--- src/cpuPkg.sv ---
package cpuPkg;

    // datapath and memory widths
    localparam int dataWidth = 8;
    localparam int addrWidth = 8;
    localparam int wordWidth = 16;
    localparam int memDepth = 1 << addrWidth;

    typedef logic [dataWidth-1:0] data_t;
    typedef logic [addrWidth-1:0] addr_t;
    typedef logic [wordWidth-1:0] word_t;

    // opcodes 8..15 are reserved and run as NOP
    typedef enum logic [3:0] {
        NOP = 4'd0,
        LDA,
        ADD,
        SUB,
        AND,
        STA,
        JMP,
        HLT
    } opcode_e;

    // mode 3 is unused and addresses like DIR
    typedef enum logic [1:0] {
        IMM = 2'd0,
        DIR,
        IND
    } mode_e;

    typedef enum logic [3:0] {
        ALWAYS = 4'd0,
        ZERO,
        NEG,
        NONZERO
    } cond_e;

    // alu and store instructions
    typedef struct packed {
        opcode_e opcode;
        mode_e mode;
        logic [1:0] reserved;
        data_t operand;
    } aluForm_t;

    // jump instructions, cond sits where mode would be
    typedef struct packed {
        opcode_e opcode;
        cond_e cond;
        addr_t target;
    } jumpForm_t;

    typedef union packed {
        aluForm_t aluForm;
        jumpForm_t jumpForm;
    } instr_u;

    // phase step counter width
    typedef logic [2:0] tcode_t;

    // one-hot-ish control word for the datapath
    typedef struct packed {
        logic fetch;
        logic marFromOperand;
        logic marFromMem;
        logic execute;
        logic memWrite;
        logic jump;
    } ctrl_t;

    // operation phase is always execute then fetch
    localparam tcode_t opTiming = 3'd1;
    // addressing phase lengths minus one
    localparam tcode_t dirTiming = 3'd0;
    localparam tcode_t indTiming = 3'd1;

endpackage

--- src/cpuDatapath.sv ---
`timescale 1ns/1ns

module cpuDatapath (
    input logic clk,
    input logic rst,
    input cpuPkg::ctrl_t ctrl,
    input cpuPkg::word_t procReadData,
    output cpuPkg::instr_u ir,
    output cpuPkg::addr_t procAddr,
    output logic procWrite,
    output cpuPkg::data_t procWriteData,
    output cpuPkg::data_t acc,
    output cpuPkg::addr_t pc,
    output logic halted
);
    import cpuPkg::*;

    addr_t mar;
    data_t memByte;
    data_t operand;
    data_t aluResult;
    logic zeroFlag;
    logic negFlag;
    logic condTrue;

    // operands are the low byte of a word
    assign memByte = procReadData[dataWidth-1:0];

    // immediate or the byte at MAR
    assign operand = (ir.aluForm.mode == IMM) ? ir.aluForm.operand : memByte;

    // flags straight off the accumulator
    assign zeroFlag = acc == '0;
    assign negFlag = acc[dataWidth-1];

    always_comb begin
        case (ir.aluForm.opcode)
            LDA: aluResult = operand;
            // wraps modulo 256
            ADD: aluResult = acc + operand;
            SUB: aluResult = acc - operand;
            AND: aluResult = acc & operand;
            default: aluResult = acc;
        endcase
    end

    // jump condition on the current acc
    always_comb begin
        case (ir.jumpForm.cond)
            ALWAYS: condTrue = 1'b1;
            ZERO: condTrue = zeroFlag;
            NEG: condTrue = negFlag;
            NONZERO: condTrue = !zeroFlag;
            default: condTrue = 1'b0;
        endcase
    end

    // PC addresses memory only while fetching
    assign procAddr = ctrl.fetch ? pc : mar;
    assign procWrite = ctrl.memWrite && !halted;
    assign procWriteData = acc;

    always_ff @(posedge clk, negedge rst) begin
        if (!rst) begin
            pc <= '0;
            ir <= '0;
            acc <= '0;
            halted <= 1'b0;
        end else if (!halted) begin
            if (ctrl.fetch) begin
                ir <= instr_u'(procReadData);
                pc <= pc + addr_t'(1);
            end
            // PC already points past the JMP here
            if (ctrl.jump && condTrue) begin
                pc <= ir.jumpForm.target;
            end
            if (ctrl.execute) begin
                if (ir.aluForm.opcode == HLT) begin
                    halted <= 1'b1;
                end else begin
                    acc <= aluResult;
                end
            end
        end
    end

    // operand address register
    always_ff @(posedge clk) begin
        if (!halted) begin
            if (ctrl.marFromOperand) begin
                mar <= ir.aluForm.operand;
            end else if (ctrl.marFromMem) begin
                // pointer word gives the final address
                mar <= memByte;
            end
        end
    end

endmodule

--- config.mk ---
export PLATFORM = sky130hd
export DESIGN_NAME = cpuDatapath
export DESIGN_NICKNAME = d
export VERILOG_FILES = /design/src/cpuPkg.sv /design/src/cpuDatapath.sv
export SDC_FILE = /design/constraint.sdc
export NUM_CORES = 1
export LEC_CHECK = 0
export BUFFER_PORTS_ARGS = -buffer_cell sky130_fd_sc_hd__buf_2
export CORE_AREA = 2 2 92 94
export CTS_CLUSTER_DIAMETER = 30
export DETAILED_ROUTE_END_ITERATION = 8
export DIE_AREA = 0 0 94 96
export PLACE_DENSITY = 0.56
export SYNTH_ARGS = -nofsm -noshare
export SYNTH_HDL_FRONTEND = slang
export SYNTH_SLANG_ARGS = --single-unit
--- constraint.sdc ---
create_clock -name clk -period 3.4 [get_ports clk]
set_input_delay 0.68 -clock clk [delete_from_list [all_inputs] [get_ports clk]]
set_output_delay 0.68 -clock clk [all_outputs]
set_load 0.01 [all_outputs]
==> results_dict.tcl <==
set metrics [dict create \
    tightest_slew_ns 0.771 \
    dpl_worst_slack_ns 0.291 \
    synth_edf_count 8 \
    routed_via_density 5.25 \
    setup_viol 0 \
    swShare_pct 44.5 \
    synth-seq-area-share_pct 38.9 \
    start_util_pct 34.1 \
    grt_usage_pct 15.5 \
    power_density_nw_per_um2 1040 \
    syn-mean-instance-area_um2 10.4 \
    m1WireLength_um 3350 \
    p_leak_nw 1.44 \
    cts_tree "yes" \
    fin_setup_tns_ns 0 \
    dr_wl_met3_um 258 \
    syn_to_final_growth_pct 19.9 \
    yosysUniqueCellTypes 56 \
    synth-seq-cells 41 \
    synth-simple-area-share_pct 11.9 \
    synthAdderAreaFrac_pct 5.29 \
    crit_type "reg -> reg" \
    drcViolationCount 0 \
    reg2reg_to "acc[7]" \
    cts_resized 0 \
    design_power_total_mw 3.41 \
    clkLatencyLatePin_ns 0.29 \
    drv_cap 0 \
    antenna_found_initial 0 \
    first_global_vias 2135 \
    relSlewSlack_pct 48.4 \
    crit_fanout 6 \
    drive_above_1_share_pct 38.1 \
    first_pass_iters 4 \
    post_drt_wl_per_cell_um 15.6 \
    num_rows 33 \
    clock-root-buffer "clkbuf_8" \
    hold_class "in -> async" \
    die_w_um 94 \
    synth_top_family_by_area "compound AO/OA/AOI/OAI gates" \
    ir_drop_mv 0.430 \
    end_kind "flip-flop" \
    timing.final.ws_setup_ns 0.331 \
    yosys-mux-area-fraction_pct 15.6 \
    grt_pass1_wl_um 10800 \
    nNetsFinal 367 \
    fin_area_um2 3290 \
    synth_compound_area_share_pct 18.3 \
    clock_sinks 41 \
    grt_overflow 0 \
    synth_fp_nets 298 \
    p_sw_mw 1.52 \
    power_frac_comb_pct 56.7 \
    grt_max_degree 34 \
    cp-start-kind "flip-flop" \
    placedInstanceArea_um2 3180 \
    pwr-share-seq_pct 31.6 \
    cp.arrival_ns 3.25 \
    syn_area_um2 2740 \
    die_area_um2 9020 \
    finalHoldViolations 0 \
    pwr-share-clk_pct 11.6 \
    clk_path_buf_depth 2 \
    top_level_ports 74 \
    via_count 2301 \
    min_period_over_period_pct 90.3 \
    path_clk_slew_ns 0.09 \
    wirelength_um 6830 \
    hpwlAfterDp_um 5250 \
    p_int_mw 1.89 \
    port-buffer-count 73 \
    synth_ff_type "dfrtp_1" \
    fin_crit_ns 3.07 \
    diodes 0 \
    ant_nets 0 \
    synth_xor_area_share_pct 4.11 \
    yosysTopAreaCellShare_pct 30.1 \
    r2r-start "ir[11]" \
    finalMaxSlewViolations 0 \
    reg2regPathDepth 13 \
    globalplace.congestion 0.892 \
    yosysWarnings 0 \
    ctsHoldBuffers 0 \
    ys_async_sr_fraction_pct 80.5 \
    synthTopCellsByArea "dfrtp_1 (30%), mux2_2 (12%), edfxtp_1 (8.8%), ha_1 (4.6%), o21ai_0 (3.1%)" \
    outcome "finished clean" \
    rsz0062_at_grt "no" \
    met2_length_um 3150 \
    die_y_um 96 \
    highest_layer "met4" \
    synthCells 263 \
    cts_buffers 5 \
    synth_top_cell_by_area "dfrtp_1" \
    crit_required_ns 3.58 \
    coreArea_um2 8050 \
    cts_setup_buffers 0 \
    htree_levels 2 \
    max_freq_ghz 0.326 \
    clock_skew_ns 0.00752 \
    drt-initial-drc-count 110 \
    reg2reg_slack_ns 0.33 \
]
-- layer usage --
metal	vias up	global-route usage (%)
met5	-	0
met4	0	3.62
met3	7	2.11
met2	64	24.6
met1	1112	22.5
li1	1118	-
-- logic make-up (layout without fill, tap and decap cells) --
group,after synthesis,count (layout)
xor gates and xnor gates,12,12
adders and majority gates,11,11
buffers and inverters,31,101
and+or+nand+nor,62,62
muxes,38,38
DFF,41,41
AOI/OAI and AO/OA,68,68
-- per-stage QoR --
step | util (%) | std cells | hold WS (ns)
6_report | 40.8 | 438 | 0.454
5_1_grt | 40.8 | 438 | 0.525
4_1_cts | 40.8 | 438 | 0.489
3_5_place_dp | 39.5 | 430 | 0.534
3_3_place_gp | 39.5 | 430 | 0.521
2_1_floorplan | - | 263 | 0.384
-- layout make-up --
type                       instances  area (um^2)
clock buffer                       5         68.8
clock inverter                     3         41.3
fill                             830         4760
inverter                          13         48.8
multi-input combinational        191         1510
sequential                        41         1070
tap                              105          131
timing repair buffer              80          418
-- critical path, stage by stage (launching register included) --
cell and delay [ns]:
dfrtp_1 0.45, nor2_2 0.25, mux2i_1 0.29, ha_1 0.27
nand2_1 0.05, o21ai_0 0.14, inv_1 0.09, ha_1 0.21
nor2b_1 0.12, o21ai_0 0.21, o221ai_1 0.22, o31a_1 0.30
o21a_1 0.11, o31a_1 0.23
-- how the worst max path moves through the flow --
stage / from / endpoint / slack, ns / cells after the start
after global routing: ir[11] / acc[7] / 0.07 / 13
after CTS: ir[11] / acc[7] / 0.31 / 11
after floorplan: ir[11] / acc[7] / 0.37 / 14
after global placement: procReadData[0] / acc[7] / 0.38 / 13
after detailed placement: procReadData[1] / acc[7] / 0.29 / 13
final: ir[11] / acc[7] / 0.33 / 13
-- synthesized netlist by cell type, types with 3 or more instances --
| library cell | instances |
|---|---|
| a21oi_1 | 6 |
| a22o_1 | 4 |
| a31oi_1 | 7 |
| a41oi_1 | 5 |
| buf_1 | 3 |
| buf_4 | 8 |
| clkbuf_1 | 4 |
| dfrtp_1 | 33 |
| edfxtp_1 | 8 |
| ha_1 | 10 |
| inv_1 | 13 |
| mux2_2 | 29 |
| mux2i_1 | 8 |
| nand2_1 | 17 |
| nand2b_1 | 3 |
| nor2_1 | 18 |
| nor2b_1 | 4 |
| nor3_1 | 4 |
| o21ai_0 | 17 |
| o221ai_1 | 3 |
| o22a_1 | 6 |
| o22ai_1 | 5 |
| xnor2_1 | 5 |
| xor2_1 | 6 |
-- cells in the final DEF (no fill, tap or decap), types with 2 or more instances in the layout --
cell / instances
buf_2: 73
dfrtp_1: 33
mux2_2: 29
nor2_1: 18
nand2_1: 17
o21ai_0: 17
inv_1: 13
ha_1: 10
mux2i_1: 8
edfxtp_1: 8
a31oi_1: 7
buf_4: 7
xor2_1: 6
a21oi_1: 6
o22a_1: 6
xnor2_1: 5
a41oi_1: 5
o22ai_1: 5
clkbuf_8: 5
nor3_1: 4
nor2b_1: 4
a22o_1: 4
o221ai_1: 3
nand2b_1: 3
nor4_2: 2
nand3_1: 2
nand3b_1: 2
o31a_1: 2
-- flip-flops by register name (all words and copies together), names as in the netlist --
signal	flops
pc	8
acc	8
ir	16
mar	8
halted	1
-- power groups by stage --
stage               logic (mW)  registers (mW)  clock network (mW)
floorplan                 1.41            1.06                   0
global placement          1.92            1.08                   0
detailed placement        1.94            1.09                   0
CTS                       1.95            1.09               0.406
global route              2.17            1.13               0.430
finish                    1.93            1.08               0.397
(Power assumes the default switching activity.)
