`config.mk`:
```
export PLATFORM = sky130hd
export DESIGN_NAME = microDecoder
export DESIGN_NICKNAME = d
export VERILOG_FILES = /design/src/cpuPkg.sv /design/src/microDecoder.sv
export SDC_FILE = /design/constraint.sdc
export NUM_CORES = 1
export LEC_CHECK = 0
export ABC_CLOCK_PERIOD_IN_PS = 3000
export BUFFER_PORTS_ARGS = -buffer_cell sky130_fd_sc_hd__buf_2
export CAP_MARGIN = 20
export CORE_AREA = 3 3 40 42
export DETAILED_ROUTE_END_ITERATION = 8
export DIE_AREA = 0 0 43 45
export GPL_TIMING_DRIVEN = 0
export PLACE_DENSITY_LB_ADDON = 0.2
export SETUP_SLACK_MARGIN = 0.4
export SLEW_MARGIN = 0
export SYNTH_ARGS = -nofsm -noshare
export SYNTH_HDL_FRONTEND = slang
export SYNTH_SLANG_ARGS = --single-unit
```
`constraint.sdc`:
```
create_clock -name vclk -period 3
set_clock_uncertainty 0.2 [all_clocks]
set_input_delay 0.6 -clock vclk [all_inputs]
set_output_delay 0.6 -clock vclk [all_outputs]
set_load 0.05 [all_outputs]
```
`src/cpuPkg.sv`:
```
package cpuPkg;

    // datapath and memory widths
    localparam int dataWidth = 8;
    localparam int addrWidth = 8;
    localparam int wordWidth = 16;
    localparam int memDepth = 1 << addrWidth;

    typedef logic [dataWidth-1:0] data_t;
    typedef logic [addrWidth-1:0] addr_t;
    typedef logic [wordWidth-1:0] word_t;

    // opcodes 8..15 are reserved and run as NOP
    typedef enum logic [3:0] {
        NOP = 4'd0,
        LDA,
        ADD,
        SUB,
        AND,
        STA,
        JMP,
        HLT
    } opcode_e;

    // mode 3 is unused and addresses like DIR
    typedef enum logic [1:0] {
        IMM = 2'd0,
        DIR,
        IND
    } mode_e;

    typedef enum logic [3:0] {
        ALWAYS = 4'd0,
        ZERO,
        NEG,
        NONZERO
    } cond_e;

    // alu and store instructions
    typedef struct packed {
        opcode_e opcode;
        mode_e mode;
        logic [1:0] reserved;
        data_t operand;
    } aluForm_t;

    // jump instructions, cond sits where mode would be
    typedef struct packed {
        opcode_e opcode;
        cond_e cond;
        addr_t target;
    } jumpForm_t;

    typedef union packed {
        aluForm_t aluForm;
        jumpForm_t jumpForm;
    } instr_u;

    // phase step counter width
    typedef logic [2:0] tcode_t;

    // one-hot-ish control word for the datapath
    typedef struct packed {
        logic fetch;
        logic marFromOperand;
        logic marFromMem;
        logic execute;
        logic memWrite;
        logic jump;
    } ctrl_t;

    // operation phase is always execute then fetch
    localparam tcode_t opTiming = 3'd1;
    // addressing phase lengths minus one
    localparam tcode_t dirTiming = 3'd0;
    localparam tcode_t indTiming = 3'd1;

endpackage

```
`src/microDecoder.sv`:
```
`timescale 1ns/1ns

module microDecoder (
    input cpuPkg::instr_u ir,
    input cpuPkg::word_t procReadData,
    input cpuPkg::tcode_t timeOut,
    input logic isAddressing,
    output cpuPkg::tcode_t addressTimingCode,
    output cpuPkg::tcode_t opTimingCode,
    output logic passAddressing,
    output cpuPkg::ctrl_t ctrl
);
    import cpuPkg::*;

    instr_u incoming;
    instr_u nextInstr;
    logic fetchStep;

    // true when the instruction has no addressing phase
    function automatic logic skipsAddressing(instr_u instr);
        case (instr.aluForm.opcode)
            LDA, ADD, SUB, AND, STA: return instr.aluForm.mode == IMM;
            // NOP, JMP, HLT and reserved opcodes
            default: return 1'b1;
        endcase
    endfunction

    // addressing phase length from the mode
    function automatic tcode_t addressCode(mode_e mode);
        if (mode == IND) begin
            return indTiming;
        end
        return dirTiming;
    endfunction

    assign incoming = instr_u'(procReadData);

    // last step of the operation phase
    assign fetchStep = !isAddressing && (timeOut == opTiming);

    // during fetch the word being loaded decides what follows
    assign nextInstr = fetchStep ? incoming : ir;

    assign passAddressing = skipsAddressing(nextInstr);
    assign addressTimingCode = addressCode(nextInstr.aluForm.mode);
    assign opTimingCode = opTiming;

    always_comb begin
        ctrl = '0;
        if (isAddressing) begin
            // nothing to do for pass instructions, only seen right after reset
            if (!skipsAddressing(ir)) begin
                if (timeOut == '0) begin
                    ctrl.marFromOperand = 1'b1;
                end else if (ir.aluForm.mode == IND) begin
                    // second indirect step, follow the pointer
                    ctrl.marFromMem = 1'b1;
                end
            end
        end else if (timeOut == '0) begin
            // execute step
            case (ir.aluForm.opcode)
                LDA, ADD, SUB, AND, HLT: ctrl.execute = 1'b1;
                // immediate store has no address to write
                STA: ctrl.memWrite = ir.aluForm.mode != IMM;
                JMP: ctrl.jump = 1'b1;
                default: ctrl = '0;
            endcase
        end else begin
            ctrl.fetch = 1'b1;
        end
    end

endmodule

```
==> summary.md, run 1 <==
| Metric | Value |
|---|---|
| Antenna violations before repair | `0` |
| Area growth from synthesis to layout | `73.54%` |
| Final Hold Vio Count | `0` |
| CP Launch Type | `input pin` |
| Synth warnings | `0` |
| Status | `complete, no violations` |
| Worst path cell trace | `buf_2 -> nor3_4 -> nand3_2 -> nor4b_4 -> buf_2` |
| Buffers and inverters on the worst path | `2` |
| Hold EP | `ctrl[0]` |
| Chip width | `about 43 um` |
| Register area | `0 um2` |
| Final Net Count | `96` |
| Seq Cell Count | `0` |
| CP top delay family | `simple AND/OR/NAND/NOR gates` |
| Tmin final | `approximately 2.5 ns` |
| Mean post-synth cell area | `7.628 um2` |
| Die Y | `approximately 45 um` |
| Placer Congestion | `slightly below 0.7` |
| Min-Delay Startpoint | `ir[12]` |
| Via/cell ratio | `4.288` |
| WS Path Type | `input pin to output port` |
| Hold Path Stages | `3` |
| Fin Hold WS | `1.392 ns` |
| Number of global-route vias before repair | `~250` |
| DR WL/cell | `8.986 um` |
| Crit path max fanout | `5` |
| Port Buf Inserts | `24` |
| Global-route wire length before repair | `~1100 um` |
| Seq/Total Area, Yosys | `0%` |
| Setup TNS Final | `0 ns` |
| Gr ovfl total | `0` |
| Setup Fix Bufs, Post-CTS | `0` |
| Slowest cell delay on critical path | `0.29 ns` |
| Pre-CTS worst setup slack | `0.4950 ns` |
| Largest net degree at the start of global routing | `7` |
| Layout Cells excl Fill | `73` |
| Core footprint | `1285 um2` |
| Max IR drop VDD | `0.00004631 V` |
| CLK BUF | `0` |
| Arrival time worst endpoint | `1.69 ns` |
| Cell row count | `13` |
| Die area | `approximately 1900 um2` |
| I/O pin cnt | `49` |
| Initial Utilization | `18.40%` |
| Slowest cell on crit path | `nor3_4` |
| DRC | `0` |
| Placed insts | `73` |
| Drt first pass iters | `4` |
| Lkg Pwr | `0.2000 nW` |
| Initial DRC Count | `5` |
| Mapped Area | `between 200 and 250 um2` |
| Distinct cell type count after synthesis | `17` |
| GRT Resource Usage Total | `6.882%` |
| Setup slack after layout | `0.5141 ns` |
| Cts hold-fix bufs | `0` |
| Diodes inserted | `0` |
| RSZ-0062 raised after global routing | `no` |
| Fin crit share | `82.86%` |
| Slew Limit Fails | `0` |
| WP data required | `2.20 ns` |
| Fillers | `150` |
| F_max | `402.3 MHz` |
| Power Dens Cells | `approximately 160 nW/um2` |
| ANT nets after route | `0` |
| Max_cap viols | `0` |
| CP Capture Type | `output port` |
| Via count | `313` |
| Detailed placement HPWL | `581.6 um` |
| Resized cells post-CTS | `0` |
| Cells after Synth | `31` |
| Setup violators final | `0` |
| Worst hold path type | `input pin to output port` |
| Share of layout cells above drive strength 1 | `62.07%` |
| CP dominant cell by count | `buf_2` |
| DRT Wirelength | `between 600 and 700 um` |
## how the worst max path moves through the flow
stage	from	to	depth (start not counted)
6_report	timeOut[2]	ctrl[1]	5
5_1_grt	timeOut[2]	ctrl[1]	5
4_1_cts	timeOut[2]	ctrl[1]	5
3_5_place_dp	timeOut[2]	ctrl[1]	5
3_3_place_gp	timeOut[2]	ctrl[1]	5
2_1_floorplan	timeOut[2]	passAddressing	3
## metrics by stage
stage          cell area [um2]  util [%]  total power, mW
2_1_floorplan            271.5         -          0.04485
3_3_place_gp             410.4     31.94          0.06638
3_5_place_dp             410.4     31.94          0.06666
4_1_cts                  410.4     31.94          0.06686
5_1_grt                  410.4     31.94          0.07186
6_report                 410.4     31.94          0.06654
## per-layer routing
metal  global-route usage, %  up-vias  routed length (um)  share of wire [%]
li1                        -      161                   -                  -
met1                   11.43      130                 311                 47
met2                   10.18       22                 231                 35
met3                  0.3984        0                 113                 17
met4                       0        0                   0                  0
met5                       0        -                   0                  0
## synthesized netlist by cell type (all sizes together)
master,number,area (um2)
buf,5,37.54
nor2,4,15.01
nor3,4,31.28
nand3b,3,22.52
nor4b,3,47.54
a21oi,2,10.01
conb,2,7.510
nor3b,2,15.01
a2111oi,1,8.760
nand2b,1,6.260
nand3,1,10.01
o2111a,1,11.26
o21ai,1,5.000
xor2,1,8.760
## worst min-delay path, delay by kind of cell
kind / cells / cell delay [ns]
AND/OR/NAND/NOR: 1 / 0.05
buffers and inverters: 2 / 0.33
## report_power, final
group	total, mW	switching, mW	internal, mW	leakage [nW]
combinational	0.0665	0.0445	0.0221	0.200
clock	0	0	0	0
sequential	0	0	0	0
## cell usage in the layout, fill, tap and decap left out
cell type,instances
a2111oi_0,1
a21oi_1,2
buf_2,24
buf_4,5
conb_1,5
nand2b_1,1
nand3_2,1
nand3b_1,3
nor2_1,4
nor3_1,2
nor3_2,1
nor3_4,1
nor3b_2,2
nor4b_1,1
nor4b_4,2
o2111a_1,1
o21ai_1,1
xor2_1,1
## final cells by class
class | count | area [um2] | share of cell area, %
Buffer | 5 | 37.54 | 9.146
Tap cell | 15 | 18.77 | 4.573
Multi-Input combinational cell | 29 | 234.0 | 57.01
Timing Repair Buffer | 24 | 120.1 | 29.27
## cell families after synthesis
logic type	synth area share (%)
compound gates	14.81
xor+xnor	3.704
buf+inv	15.87
other cells	3.176
simple gates	62.43
Power figures use the tool's default switching activity.
==> run 2, diff against run 1 <==
--- a/config.mk
+++ b/config.mk
@@ -5,7 +5,7 @@
 export SDC_FILE = /design/constraint.sdc
 export NUM_CORES = 1
 export LEC_CHECK = 0
-export ABC_CLOCK_PERIOD_IN_PS = 3000
+export ABC_CLOCK_PERIOD_IN_PS = 2150
 export BUFFER_PORTS_ARGS = -buffer_cell sky130_fd_sc_hd__buf_2
 export CAP_MARGIN = 20
 export CORE_AREA = 3 3 40 42
==> constraint.sdc (replaced) <==
create_clock -name vclk -period 2.15
set_clock_uncertainty 0.2 [all_clocks]
set_input_delay 0.43 -clock vclk [all_inputs]
set_output_delay 0.43 -clock vclk [all_outputs]
set_load 0.05 [all_outputs]
==> summary.md, run 2 (synthesis gave the netlist of run 1 again) <==
| Metric | Value |
|---|---|
| CP Launch Type | `input pin (unchanged)` |
| Share of layout cells above drive strength 1 | `73.33% (was 62.07%)` |
| CP Capture Type | `output port (unchanged)` |
| Detailed placement HPWL | `648.8 um (was 581.6 um)` |
| Slowest cell delay on critical path | `0.24 ns (was 0.29 ns)` |
| Buffers and inverters on the worst path | `2 (unchanged)` |
| Final Cell Area | `574.3 um2 (was 410.4 um2)` |
| Core footprint | `1285 um2 (unchanged)` |
| Clock Power Share | `0% (about the same)` |
| Gr ovfl total | `0 (unchanged)` |
| Flop pwr share | `0% (about the same)` |
| CP top delay family | `simple AND/OR/NAND/NOR gates (unchanged)` |
| Die Y | `45 um (unchanged)` |
| Worst path cell trace | `buf_8 -> nor3_4 -> nand3_2 -> nor4b_4 -> buf_6 (was buf_2 -> nor3_4 -> nand3_2 -> nor4b_4 -> buf_2)` |
| CLK BUF | `0 (unchanged)` |
| Number of global-route vias before repair | `331 (was 248)` |
| Area growth from synthesis to layout | `142.9% (was 73.54%)` |
| Commonest cells after routing, fill and taps aside | `buf_4, buf_2, buf_6, conb_1, nor2_1 (was buf_2, buf_4, conb_1, nor2_1, nand3b_1)` |
| Port Buf Inserts | `24 (unchanged)` |
| Register area | `0 um2 (unchanged)` |
| Logic pwr share | `100.0% (about the same)` |
| Setup violators final | `0 (unchanged)` |
| Largest net degree at the start of global routing | `7 (unchanged)` |
| Via/cell ratio | `4.280 (was 4.288)` |
| Global-route wire length before repair | `1338 um (was 1083 um)` |
| Diodes inserted | `0 (unchanged)` |
| Setup slack after layout | `0.1887 ns (was 0.5141 ns)` |
| Tmin final | `1.961 ns` |
| Arrival time worst endpoint | `1.33 ns (was 1.69 ns)` |
| F_max | `509.9 MHz` |
| Area occupied by multi-input gates | `299.0 um2 (was 234.0 um2)` |
| Final Hold Vio Count | `0 (unchanged)` |
| Util after Layout | `44.69% (was 31.94%)` |
| Fin crit share | `91.22%` |
| Seq Cell Count | `0 (unchanged)` |
| Net Switching | `72.28 uW (was 44.46 uW)` |
| Switching share of total power | `58.75% (was 66.82%)` |
| Dpl cell area | `439.2 um2 (was 410.4 um2)` |
| DRT Wirelength | `846 um (was 656 um)` |
| Max IR drop VDD | `0.00005786 V (was 0.00004631 V)` |
| Cell Int Power | `50.75 uW (was 22.08 uW)` |
| DR WL/cell | `11.28 um (was 8.986 um)` |
| Lkg Pwr | `0.2529 nW (was 0.2000 nW)` |
| Initial DRC Count | `0 (was 5)` |
| CP Depth | `5 (unchanged)` |
| Hold Path Stages | `3 (unchanged)` |
| Initial Utilization | `18.40% (unchanged)` |
| I/O pin cnt | `49 (unchanged)` |
| Via count | `321 (was 313)` |
| Placer Congestion | `0.6967 (was 0.6915)` |
| Drt first pass iters | `1 (was 4)` |
| Max_cap viols | `0 (unchanged)` |
| WS Path Type | `input pin to output port (unchanged)` |
| GRT Resource Usage Total | `8.382% (was 6.882%)` |
| Power Dens Cells | `214.2 nW/um2 (was 162.1 nW/um2)` |
| Crit path max fanout | `2 (was 5)` |
| Chip width | `43 um (unchanged)` |
| ANT nets after route | `0 (unchanged)` |
| Fillers | `133 (was 150)` |
| RSZ-0062 raised after global routing | `yes (was no)` |
| Pre-CTS worst setup slack | `-0.05700 ns (was 0.4950 ns)` |
| DRC | `0 (unchanged)` |
| Antenna violations before repair | `0 (unchanged)` |
| Slew Limit Fails | `0 (unchanged)` |
| Cell row count | `13 (unchanged)` |
| Final Net Count | `98 (was 96)` |
| Status | `complete, no violations (unchanged)` |
| Die area | `1935 um2 (unchanged)` |
| Worst hold path type | `input pin to output port (unchanged)` |
| WP data required | `1.52 ns (was 2.20 ns)` |
| Slowest cell on crit path | `nor4b_4 (was nor3_4)` |
run 2: layout make-up:
| class | instances | area share [%] |
|---|---|---|
| Tap cell | 15 | 3.268 |
| Multi-Input combinational cell | 29 | 52.07 |
| Timing Repair Buffer | 26 | 38.13 |
| Buffer | 5 | 6.536 |
run 2: final timing paths:
kind	start	endpoint	slack [ns]
hold / removal	isAddressing	ctrl[5]	0.97
setup / recovery	timeOut[0]	ctrl[1]	0.19
run 2: power groups by stage:
stage | clock, mW | sequential, mW | combinational, mW
floorplan | 0 | 0 | 0.0678
global placement | 0 | 0 | 0.0987
detailed placement | 0 | 0 | 0.0989
CTS | 0 | 0 | 0.116
global route | 0 | 0 | 0.131
finish | 0 | 0 | 0.123
run 2: layer usage:
layer  part of all wire, %  up-vias  track usage, %
met1                    36      140           11.46
met5                     0        -               0
met2                    53       15           15.27
met4                     0        0               0
li1                      -      166               -
met3                    10        0          0.7968
run 2: repair_timing:
action	CTS	global route
gates cloned	0	0
buffers inserted	2	0
endpoints found under the setup margin	8	8
pin swaps	7	3
resized for setup	27	5
hold buffers	0	0
run 2: stage by stage:
stage,power (mW),std cells,hold slack [ns],TNS (ns)
global placement,0.09871,73,1.061,-0.04264
detailed placement,0.09885,73,1.063,-0.06360
finish,0.1230,75,0.9743,0
CTS,0.1159,75,0.9730,0
global route,0.1309,75,0.9903,0
floorplan,0.06777,34,0.7255,0
