===== src/cpuPkg.sv =====
package cpuPkg;

    // datapath and memory widths
    localparam int dataWidth = 8;
    localparam int addrWidth = 8;
    localparam int wordWidth = 16;
    localparam int memDepth = 1 << addrWidth;

    typedef logic [dataWidth-1:0] data_t;
    typedef logic [addrWidth-1:0] addr_t;
    typedef logic [wordWidth-1:0] word_t;

    // opcodes 8..15 are reserved and run as NOP
    typedef enum logic [3:0] {
        NOP = 4'd0,
        LDA,
        ADD,
        SUB,
        AND,
        STA,
        JMP,
        HLT
    } opcode_e;

    // mode 3 is unused and addresses like DIR
    typedef enum logic [1:0] {
        IMM = 2'd0,
        DIR,
        IND
    } mode_e;

    typedef enum logic [3:0] {
        ALWAYS = 4'd0,
        ZERO,
        NEG,
        NONZERO
    } cond_e;

    // alu and store instructions
    typedef struct packed {
        opcode_e opcode;
        mode_e mode;
        logic [1:0] reserved;
        data_t operand;
    } aluForm_t;

    // jump instructions, cond sits where mode would be
    typedef struct packed {
        opcode_e opcode;
        cond_e cond;
        addr_t target;
    } jumpForm_t;

    typedef union packed {
        aluForm_t aluForm;
        jumpForm_t jumpForm;
    } instr_u;

    // phase step counter width
    typedef logic [2:0] tcode_t;

    // one-hot-ish control word for the datapath
    typedef struct packed {
        logic fetch;
        logic marFromOperand;
        logic marFromMem;
        logic execute;
        logic memWrite;
        logic jump;
    } ctrl_t;

    // operation phase is always execute then fetch
    localparam tcode_t opTiming = 3'd1;
    // addressing phase lengths minus one
    localparam tcode_t dirTiming = 3'd0;
    localparam tcode_t indTiming = 3'd1;

endpackage


===== src/timingGenerator.sv =====
`timescale 1ns/1ns

module timingGenerator (
    input logic clk,
    input logic rst,
    input logic passAddressing,
    input cpuPkg::tcode_t addressTimingCode,
    input cpuPkg::tcode_t opTimingCode,
    output cpuPkg::tcode_t timeOut,
    output logic isAddressing
);
    import cpuPkg::*;

    // steps left in the current phase
    tcode_t negTime;
    // length code the current phase was loaded with
    tcode_t phaseCode;
    tcode_t nextCode;

    // code of the phase that follows when the counter runs out
    always_comb begin
        if (isAddressing || passAddressing) begin
            nextCode = opTimingCode;
        end else begin
            nextCode = addressTimingCode;
        end
    end

    // count up view of the down-counter
    // taken from registers only, so no loop back through the decoder
    assign timeOut = phaseCode - negTime;

    always_ff @(posedge clk, negedge rst) begin
        if (!rst) begin
            negTime <= '0;
            phaseCode <= '0;
        end else if (negTime == '0) begin
            // reload for the next phase
            negTime <= nextCode;
            phaseCode <= nextCode;
        end else begin
            negTime <= negTime - tcode_t'(1);
        end
    end

    always_ff @(posedge clk, negedge rst) begin
        if (!rst) begin
            isAddressing <= 1'b1;
        end else if (passAddressing) begin
            // no addressing needed, stay in or enter operations
            isAddressing <= 1'b0;
        end else if (negTime == '0) begin
            isAddressing <= !isAddressing;
        end
    end

endmodule


===== config.mk =====
export PLATFORM = sky130hd
export DESIGN_NAME = timingGenerator
export DESIGN_NICKNAME = d
export VERILOG_FILES = /design/src/cpuPkg.sv /design/src/timingGenerator.sv
export SDC_FILE = /design/constraint.sdc
export NUM_CORES = 1
export LEC_CHECK = 0
export ABC_CLOCK_PERIOD_IN_PS = 2850
export BUFFER_PORTS_ARGS = -buffer_cell sky130_fd_sc_hd__buf_4
export CAP_MARGIN = 20
export CORE_AREA = 2 2 39 41
export DETAILED_ROUTE_END_ITERATION = 8
export DIE_AREA = 0 0 41 43
export SLEW_MARGIN = 10
export SYNTH_ARGS = -nofsm -noshare
export SYNTH_HDL_FRONTEND = slang
export SYNTH_SLANG_ARGS = --single-unit

===== constraint.sdc =====
create_clock -name clk -period 2.85 [get_ports clk]
set_input_delay 0.57 -clock clk [delete_from_list [all_inputs] [get_ports clk]]
set_output_delay 0.57 -clock clk [all_outputs]
set_load 0.01 [all_outputs]

==> metrics.md, run 1 <==
| Metric | Value |
|---|---|
| Peak supply drop | ~0.36 mV |
| Count of final setup violators | 0 |
| Final WL | approximately 710 um |
| Mean cell area of the mapped netlist | about 11 um^2 |
| Total via count after detailed routing | ~300 |
| Count of fill cells added during filler insertion | around 150 |
| Critical path origin | negTime[0] |
| Total CTS buffers | 3 |
| Unrepaired setup endpoints after global routing | false |
| Kind of critical path | reg -> out |
| Sum of met3 wire segment lengths after detailed routing | 32 um |
| Wire length of the first global-routing pass | between 1000 and 1500 um |
| Yosys warnings | 0 |
| CTS tree | built |
| Share of synthesized area occupied by flip-flops and latches | 0.421 |
| Setup_tns | 0 ns |
| Cell types occupying the most area after synthesis | dfrtp_1, ha_1, dfstp_2 |
| Clock group share of total power | 0.135 |
| Worst Path Arrival | 1.53 ns |
| Post-synthesis cell area | roughly 420 um^2 |
| Final standard cell count with taps included and fillers excluded | slightly below 70 |
| DP Wirelength | roughly 590 um |
| Maximum number of buffers from clock root to sink | 2 |
| Worst-path maximum fanout | 3 |
| Required @ worst endpoint | about 2.3 ns |
| Area delta synth->final | 29.0% |
| Global route overflow | 0 |
| Overall routing resource usage | 0.113 |
| Clk_lat worst skew | 0.25 ns |
| Setup Buffers After CTS | 0 |
| Placer's final routability congestion estimate | about 0.7 |
| Crit end category | output pin |
| I/O Buffers | 12 |
| Number of buffers inserted by hold repair at cts | 0 |
| Portion of synthesized cell area occupied by the leading cell type | 0.358 |
| Yosys cell types | 17 |
| Detail Route Antenna Nets | 0 |
| Post-CTS resize count | 0 |
| Leakage power summed over all cells | about 0.27 nW |
| Dpl cell area | approximately 500 um^2 |
| Clock tree skew after final layout | between 0.0008 and 0.0009 ns |
| Clk pin slew, worst setup/hold paths | about 0.05 ns |
| Net switching power figure | between 0.2 and 0.3 mW |
| Final min period | between 2 and 2.5 ns |
| Length of routed met2 wiring | 366 um |
| Max-cap viol count | 0 |
| Number of hold violations in the final report | 0 |
| Critical path launch point type | flop |
| Class of the most critical hold timing path | in -> async |
| Die footprint | 1760 um^2 |
| Net count reported at finish | 67 |
| Gate Count Post-Synth | 38 |
| Vias per cell | around 4.3 |
| Share of final-layout standard cells stronger than drive strength 1 | 0.377 |
| Uppermost signal routing layer after detailed routing | met3 |
| Transition at the pin with the smallest max-transition slack | 0.225 ns |
| Worst r2r src | negTime[0] |
| Number of global-route vias before repair | 308 |
| Gate power share | 0.577 |
| Internal power | slightly above 0.4 mW |
| Detailed-route wire length per cell | slightly above 10 um |
| Maximum frequency from static timing analysis | about 480 MHz |
| Switching Share | 0.385 |
| Worst slew slack as a fraction of its limit | 0.850 |
| #FFs+latches synth | 7 |
| Initial antenna violation count | 0 |
| Power per standard cell area | between 1000 and 1500 nW/um^2 |
| Io pins | 13 |
| CTS HTree Levels | 1 |
| Remaining design rule violation count | 0 |
| Max-slew violation count | 0 |
| CTS Root Buffer Type | clkbuf_4 |
| Die Height | 43 um |
| Post-synthesis net count | 51 |
| Placement row count | 14 |
| Placed instance count | 65 |
| Worst hold margin | around 0.12 ns |
| M1 WL | approximately 310 um |
| Post-route fraction of the period consumed by the critical path | 0.737 |
| Maximum number of pins on one net before global-route repair | 11 |
| Sink count of the clock tree | 7 |
| Count of TritonRoute iterations in the first routing pass | 4 |
| Die span in x | 41 um |
| Final Instance Area | 541 um^2 |
| Run status | finished, final reports clean |
| Sequential Power Share | 0.289 |
| Placeable core area | 1380 um^2 |
| Top cell type by total area after synthesis | dfrtp_1 |
| Number of DRC violations after detailed-routing iteration 0 | 1 |
| Effective utilization at floorplan | 0.303 |
| Antenna cells | 0 |
metrics by stage:
step	utilization	setup WS, ns	power [mW]
after floorplan	-	1.08	0.445
after global placement	0.372	1.03	0.572
after detailed placement	0.372	1.00	0.583
after CTS	0.391	0.727	0.675
after global routing	0.391	0.676	0.737
final	0.391	0.750	0.661
cell type report:
type,count,area [um^2],share of cell area
Sequential cell,7,176,0.326
Timing Repair Buffer,12,90.1,0.167
Tap cell,16,20.0,0.0370
Multi-Input combinational cell,24,205,0.380
Inverter,6,22.5,0.0417
Clock buffer,4,26.3,0.0486
per-layer routing:
layer / GRT usage / up-vias
met1: 0.143 / 132
met3: 0.0157 / 0
li1: - / 156
met4: 0.100 / 0
met2: 0.156 / 8
met5: 0 / -
cells in the mapped netlist:
cell,instances
a211oi_2,2
a21oi_1,4
buf_8,1
dfrtp_1,6
dfstp_2,1
fa_1,1
ha_1,3
inv_1,6
mux2i_1,2
nand2_1,1
nand2b_4,1
nor2_1,2
nor2_2,1
o21a_1,2
o21ai_1,2
xnor2_1,2
xor2_1,1
cells in the final DEF, fill, tap and decap left out, drive strengths merged:
master,Yosys,routed
a211oi,2,2
a21oi,4,4
buf,1,12
clkbuf,0,4
dfrtp,6,6
dfstp,1,1
fa,1,1
ha,3,3
inv,6,6
mux2i,2,2
nand2,1,1
nand2b,1,1
nor2,3,3
o21a,2,2
o21ai,2,2
xnor2,2,2
xor2,1,1
flip-flops by register name, indices dropped and copies added, names as in the netlist:
| signal | flops |
|---|---|
| isAddressing | 1 |
| phaseCode | 3 |
| negTime | 3 |
power groups by stage:
stage	Clock, mW	Combinational, mW	Sequential, mW
after global routing	0.0985	0.439	0.200
after floorplan	0	0.256	0.189
after detailed placement	0	0.389	0.194
after CTS	0.0930	0.389	0.192
after global placement	0	0.381	0.191
final	0.0891	0.381	0.191
path summary, 6_finish.rpt:
| path | endpoint | slack [ns] | depth (start not counted) |
|---|---|---|---|
| worst max-delay path | timeOut[2] | 0.75 | 4 |
| worst min-delay path | phaseCode[0] | 0.12 | 1 |
| worst max register to register | phaseCode[0] | 1.62 | 5 |
| worst min register to register | negTime[0] | 0.48 | 1 |
| max in group asynchronous | isAddressing | 2.53 | 1 |
| min in group clk | isAddressing | 0.47 | 2 |
critical path, stage by stage, from the launching register on:
cell,delay (ns)
dfrtp_1,0.39
ha_1,0.22
fa_1,0.37
xnor2_1,0.16
buf_4,0.14
cell families (layout without fill, tap and decap cells):
kind of cell	after synthesis	in the layout	share of synthesized area
compound gates	10	10	0.167
flops	7	7	0.421
buf+inv	7	22	0.0895
simple gates	5	5	0.0746
fa+ha+maj	4	4	0.137
xor+xnor	3	3	0.0627
mux	2	2	0.0478
Note: power is estimated with default switching activity, not from simulation.
==> run 2: changes to the inputs <==
--- a/config.mk
+++ b/config.mk
@@ -5,7 +5,7 @@
 export SDC_FILE = /design/constraint.sdc
 export NUM_CORES = 1
 export LEC_CHECK = 0
-export ABC_CLOCK_PERIOD_IN_PS = 2850
+export ABC_CLOCK_PERIOD_IN_PS = 2000
 export BUFFER_PORTS_ARGS = -buffer_cell sky130_fd_sc_hd__buf_4
 export CAP_MARGIN = 20
 export CORE_AREA = 2 2 39 41
==> constraint.sdc (replaced) <==
create_clock -name clk -period 2 [get_ports clk]
set_input_delay 0.4 -clock clk [delete_from_list [all_inputs] [get_ports clk]]
set_output_delay 0.4 -clock clk [all_outputs]
set_load 0.01 [all_outputs]
==> run 2 against run 1 <==
Clock skew unchanged. First-iteration DRC count stayed put. Combinational power grew 48%. Non-clock buffer count increased by 2. Critical path depth unchanged. Count of clock-buffer cells in the layout unchanged. Clock power grew 43%. Cell area rose by 3.2%. Total power grew 45%. Sequential share of layout area fell by 1.0 points. Wire length is 1.7% higher. Utilization is 1.3 points higher.
==> metrics.md, run 2 (same netlist as run 1, synthesis figures left out) <==
| Metric | Value |
|---|---|
| Io pins | 13 |
| Clock tree skew after final layout | roughly 0.00088 ns |
| Placeable core area | around 1400 um^2 |
| Total via count after detailed routing | around 300 |
| Final standard cell count with taps included and fillers excluded | 71 |
| CTS tree | built |
| Unrepaired setup endpoints after global routing | false |
| DP Wirelength | between 500 and 600 um |
| Maximum number of pins on one net before global-route repair | 11 |
| Effective utilization at floorplan | 0.303 |
| Clk_lat worst skew | around 0.25 ns |
| Die Height | around 43 um |
| Switching Share | 0.381 |
| Placement row count | 14 |
| CTS Root Buffer Type | clkbuf_4 |
| Number of DRC violations after detailed-routing iteration 0 | 1 |
| I/O Buffers | 12 |
| Maximum frequency from static timing analysis | around 520 MHz |
| Gr busiest metal | met2 |
| Count of cells along the worst register-to-register path | 6 |
| Worst-path maximum fanout | 2 |
| Run status | finished, final reports clean |
| Global route overflow | 0 |
| Leakage power summed over all cells | 0.279 nW |
| Placer's final routability congestion estimate | 0.703 |
| Remaining design rule violation count | 0 |
| Reg2reg setup slack | approximately 0.66 ns |
| Critical path launch point type | flop |
| Peak supply drop | about 0.55 mV |
| Share of final-layout standard cells stronger than drive strength 1 | 0.382 |
| Area delta synth->final | 33.1% |
| Count of TritonRoute iterations in the first routing pass | 4 |
| Number of global-route vias before repair | just over 300 |
| Detail Route Antenna Nets | 0 |
| Count of fill cells added during filler insertion | approximately 150 |
| Required @ worst endpoint | around 1.6 ns |
| Kind of critical path | reg -> out |
| Vias per cell | 4.25 |
| Gate power share | 0.586 |
| Net switching power figure | 0.365 mW |
| Transition at the pin with the smallest max-transition slack | 0.225 ns |
| Global-route met1 utilization | 0.143 |
| Number of hold violations in the final report | 0 |
| Post-route fraction of the period consumed by the critical path | 0.957 |
| Overall power after layout | approximately 0.96 mW |
| Overall routing resource usage | 0.113 |
| Maximum number of buffers from clock root to sink | 2 |
| Crit end category | output pin |
| Final min period | 1.91 ns |
| Post-Route Utilization | 0.403 |
| Net count reported at finish | 69 |
| Most common library cell in the layout ignoring fill and taps | buf_4 |
| Class of the most critical hold timing path | in -> reg |
| Antenna cells | 0 |
| Clock group share of total power | 0.132 |
| Max-cap viol count | 0 |
| Die span in x | ~40 um |
| CTS HTree Levels | 1 |
| Grt met2 use | 0.156 |
| Final WL | ~720 um |
| Total CTS buffers | 3 |
| Worst Path Arrival | between 1.5 and 2 ns |
| Initial antenna violation count | 0 |
| Largest regs | negTime: 3 flops, phaseCode: 3 flops, isAddressing: 1 flops |
| Worst slew slack as a fraction of its limit | 0.850 |
| Max-slew violation count | 0 |
| Power per standard cell area | between 1500 and 2000 nW/um^2 |
| Placed instance count | 65 |
| Internal power | slightly below 0.6 mW |
| Count of final setup violators | 0 |
| Cell count of the worst hold path | 2 |
| Global routing usage on met3 | 0.0157 |
| Clk pin slew, worst setup/hold paths | ~0.050 ns |
| Detailed-route wire length per cell | 10.2 um |
| Sequential Power Share | 0.282 |
| Commonest non-fill, non-tap cells in the layout | buf_4, inv_1, dfrtp_1 |
| Sink count of the clock tree | 7 |
| Wire length of the first global-routing pass | roughly 1300 um |
| Setup_tns | 0 ns |
| Die footprint | between 1500 and 2000 um^2 |
## run 2: changes by cell type in the layout (fill, tap and decap cells not counted), sizes merged
cell,previous run,this run
buf,12,13
dlygate4sd3,0,1
## run 2: metrics by stage
stage                     setup WS, ns  hold slack, ns  cell area [um^2]
after floorplan                  0.396           0.104               419
final                           0.0855           0.295               558
after global routing            0.0257           0.296               558
after CTS                       0.0475           0.288               551
after detailed placement         0.321           0.219               514
after global placement           0.351           0.217               514
## run 2: layout make-up
class	count	area (um^2)	share of cell area
clock buffer	4	26.3	0.0471
inverter	6	22.5	0.0404
multi-input combinational	24	205	0.368
sequential	7	176	0.316
tap	16	20.0	0.0359
timing repair buffer	14	108	0.193
## run 2: timing repair
| item | in CTS | in global routing |
|---|---|---|
| hold buffers | 1 | 0 |
| gates resized for setup | 0 | 0 |
| buffers inserted | 0 | 1 |
| endpoints found under the hold margin | 6 | 0 |
| endpoints found under the setup margin | 0 | 1 |
## run 2: metal layers
metal	share of wire	vias to the layer above
li1	-	160
met3	0.044	0
met5	0	-
met2	0.51	8
met1	0.44	134
met4	0	0
## run 2: power groups by stage
stage                     clock, mW  combinational, mW  sequential [mW]
after floorplan                   0              0.364            0.270
after global placement            0              0.542            0.272
after detailed placement          0              0.555            0.276
after CTS                     0.133              0.556            0.274
after global routing          0.140              0.646            0.281
final                         0.127              0.562            0.270
## run 2: final timing paths
path                                start           end
hold / removal             passAddressing  isAddressing
max in group asynchronous             rst  isAddressing
hold reg to reg              phaseCode[2]  phaseCode[2]
setup reg to reg               negTime[0]  phaseCode[0]
min in group asynchronous             rst  phaseCode[0]
setup / recovery               negTime[0]    timeOut[2]
## run 2: worst max-delay path: stages, from the launching register on
cell	delay, ns
dfrtp_1	0.38
ha_1	0.22
fa_1	0.37
xnor2_1	0.16
buf_4	0.14
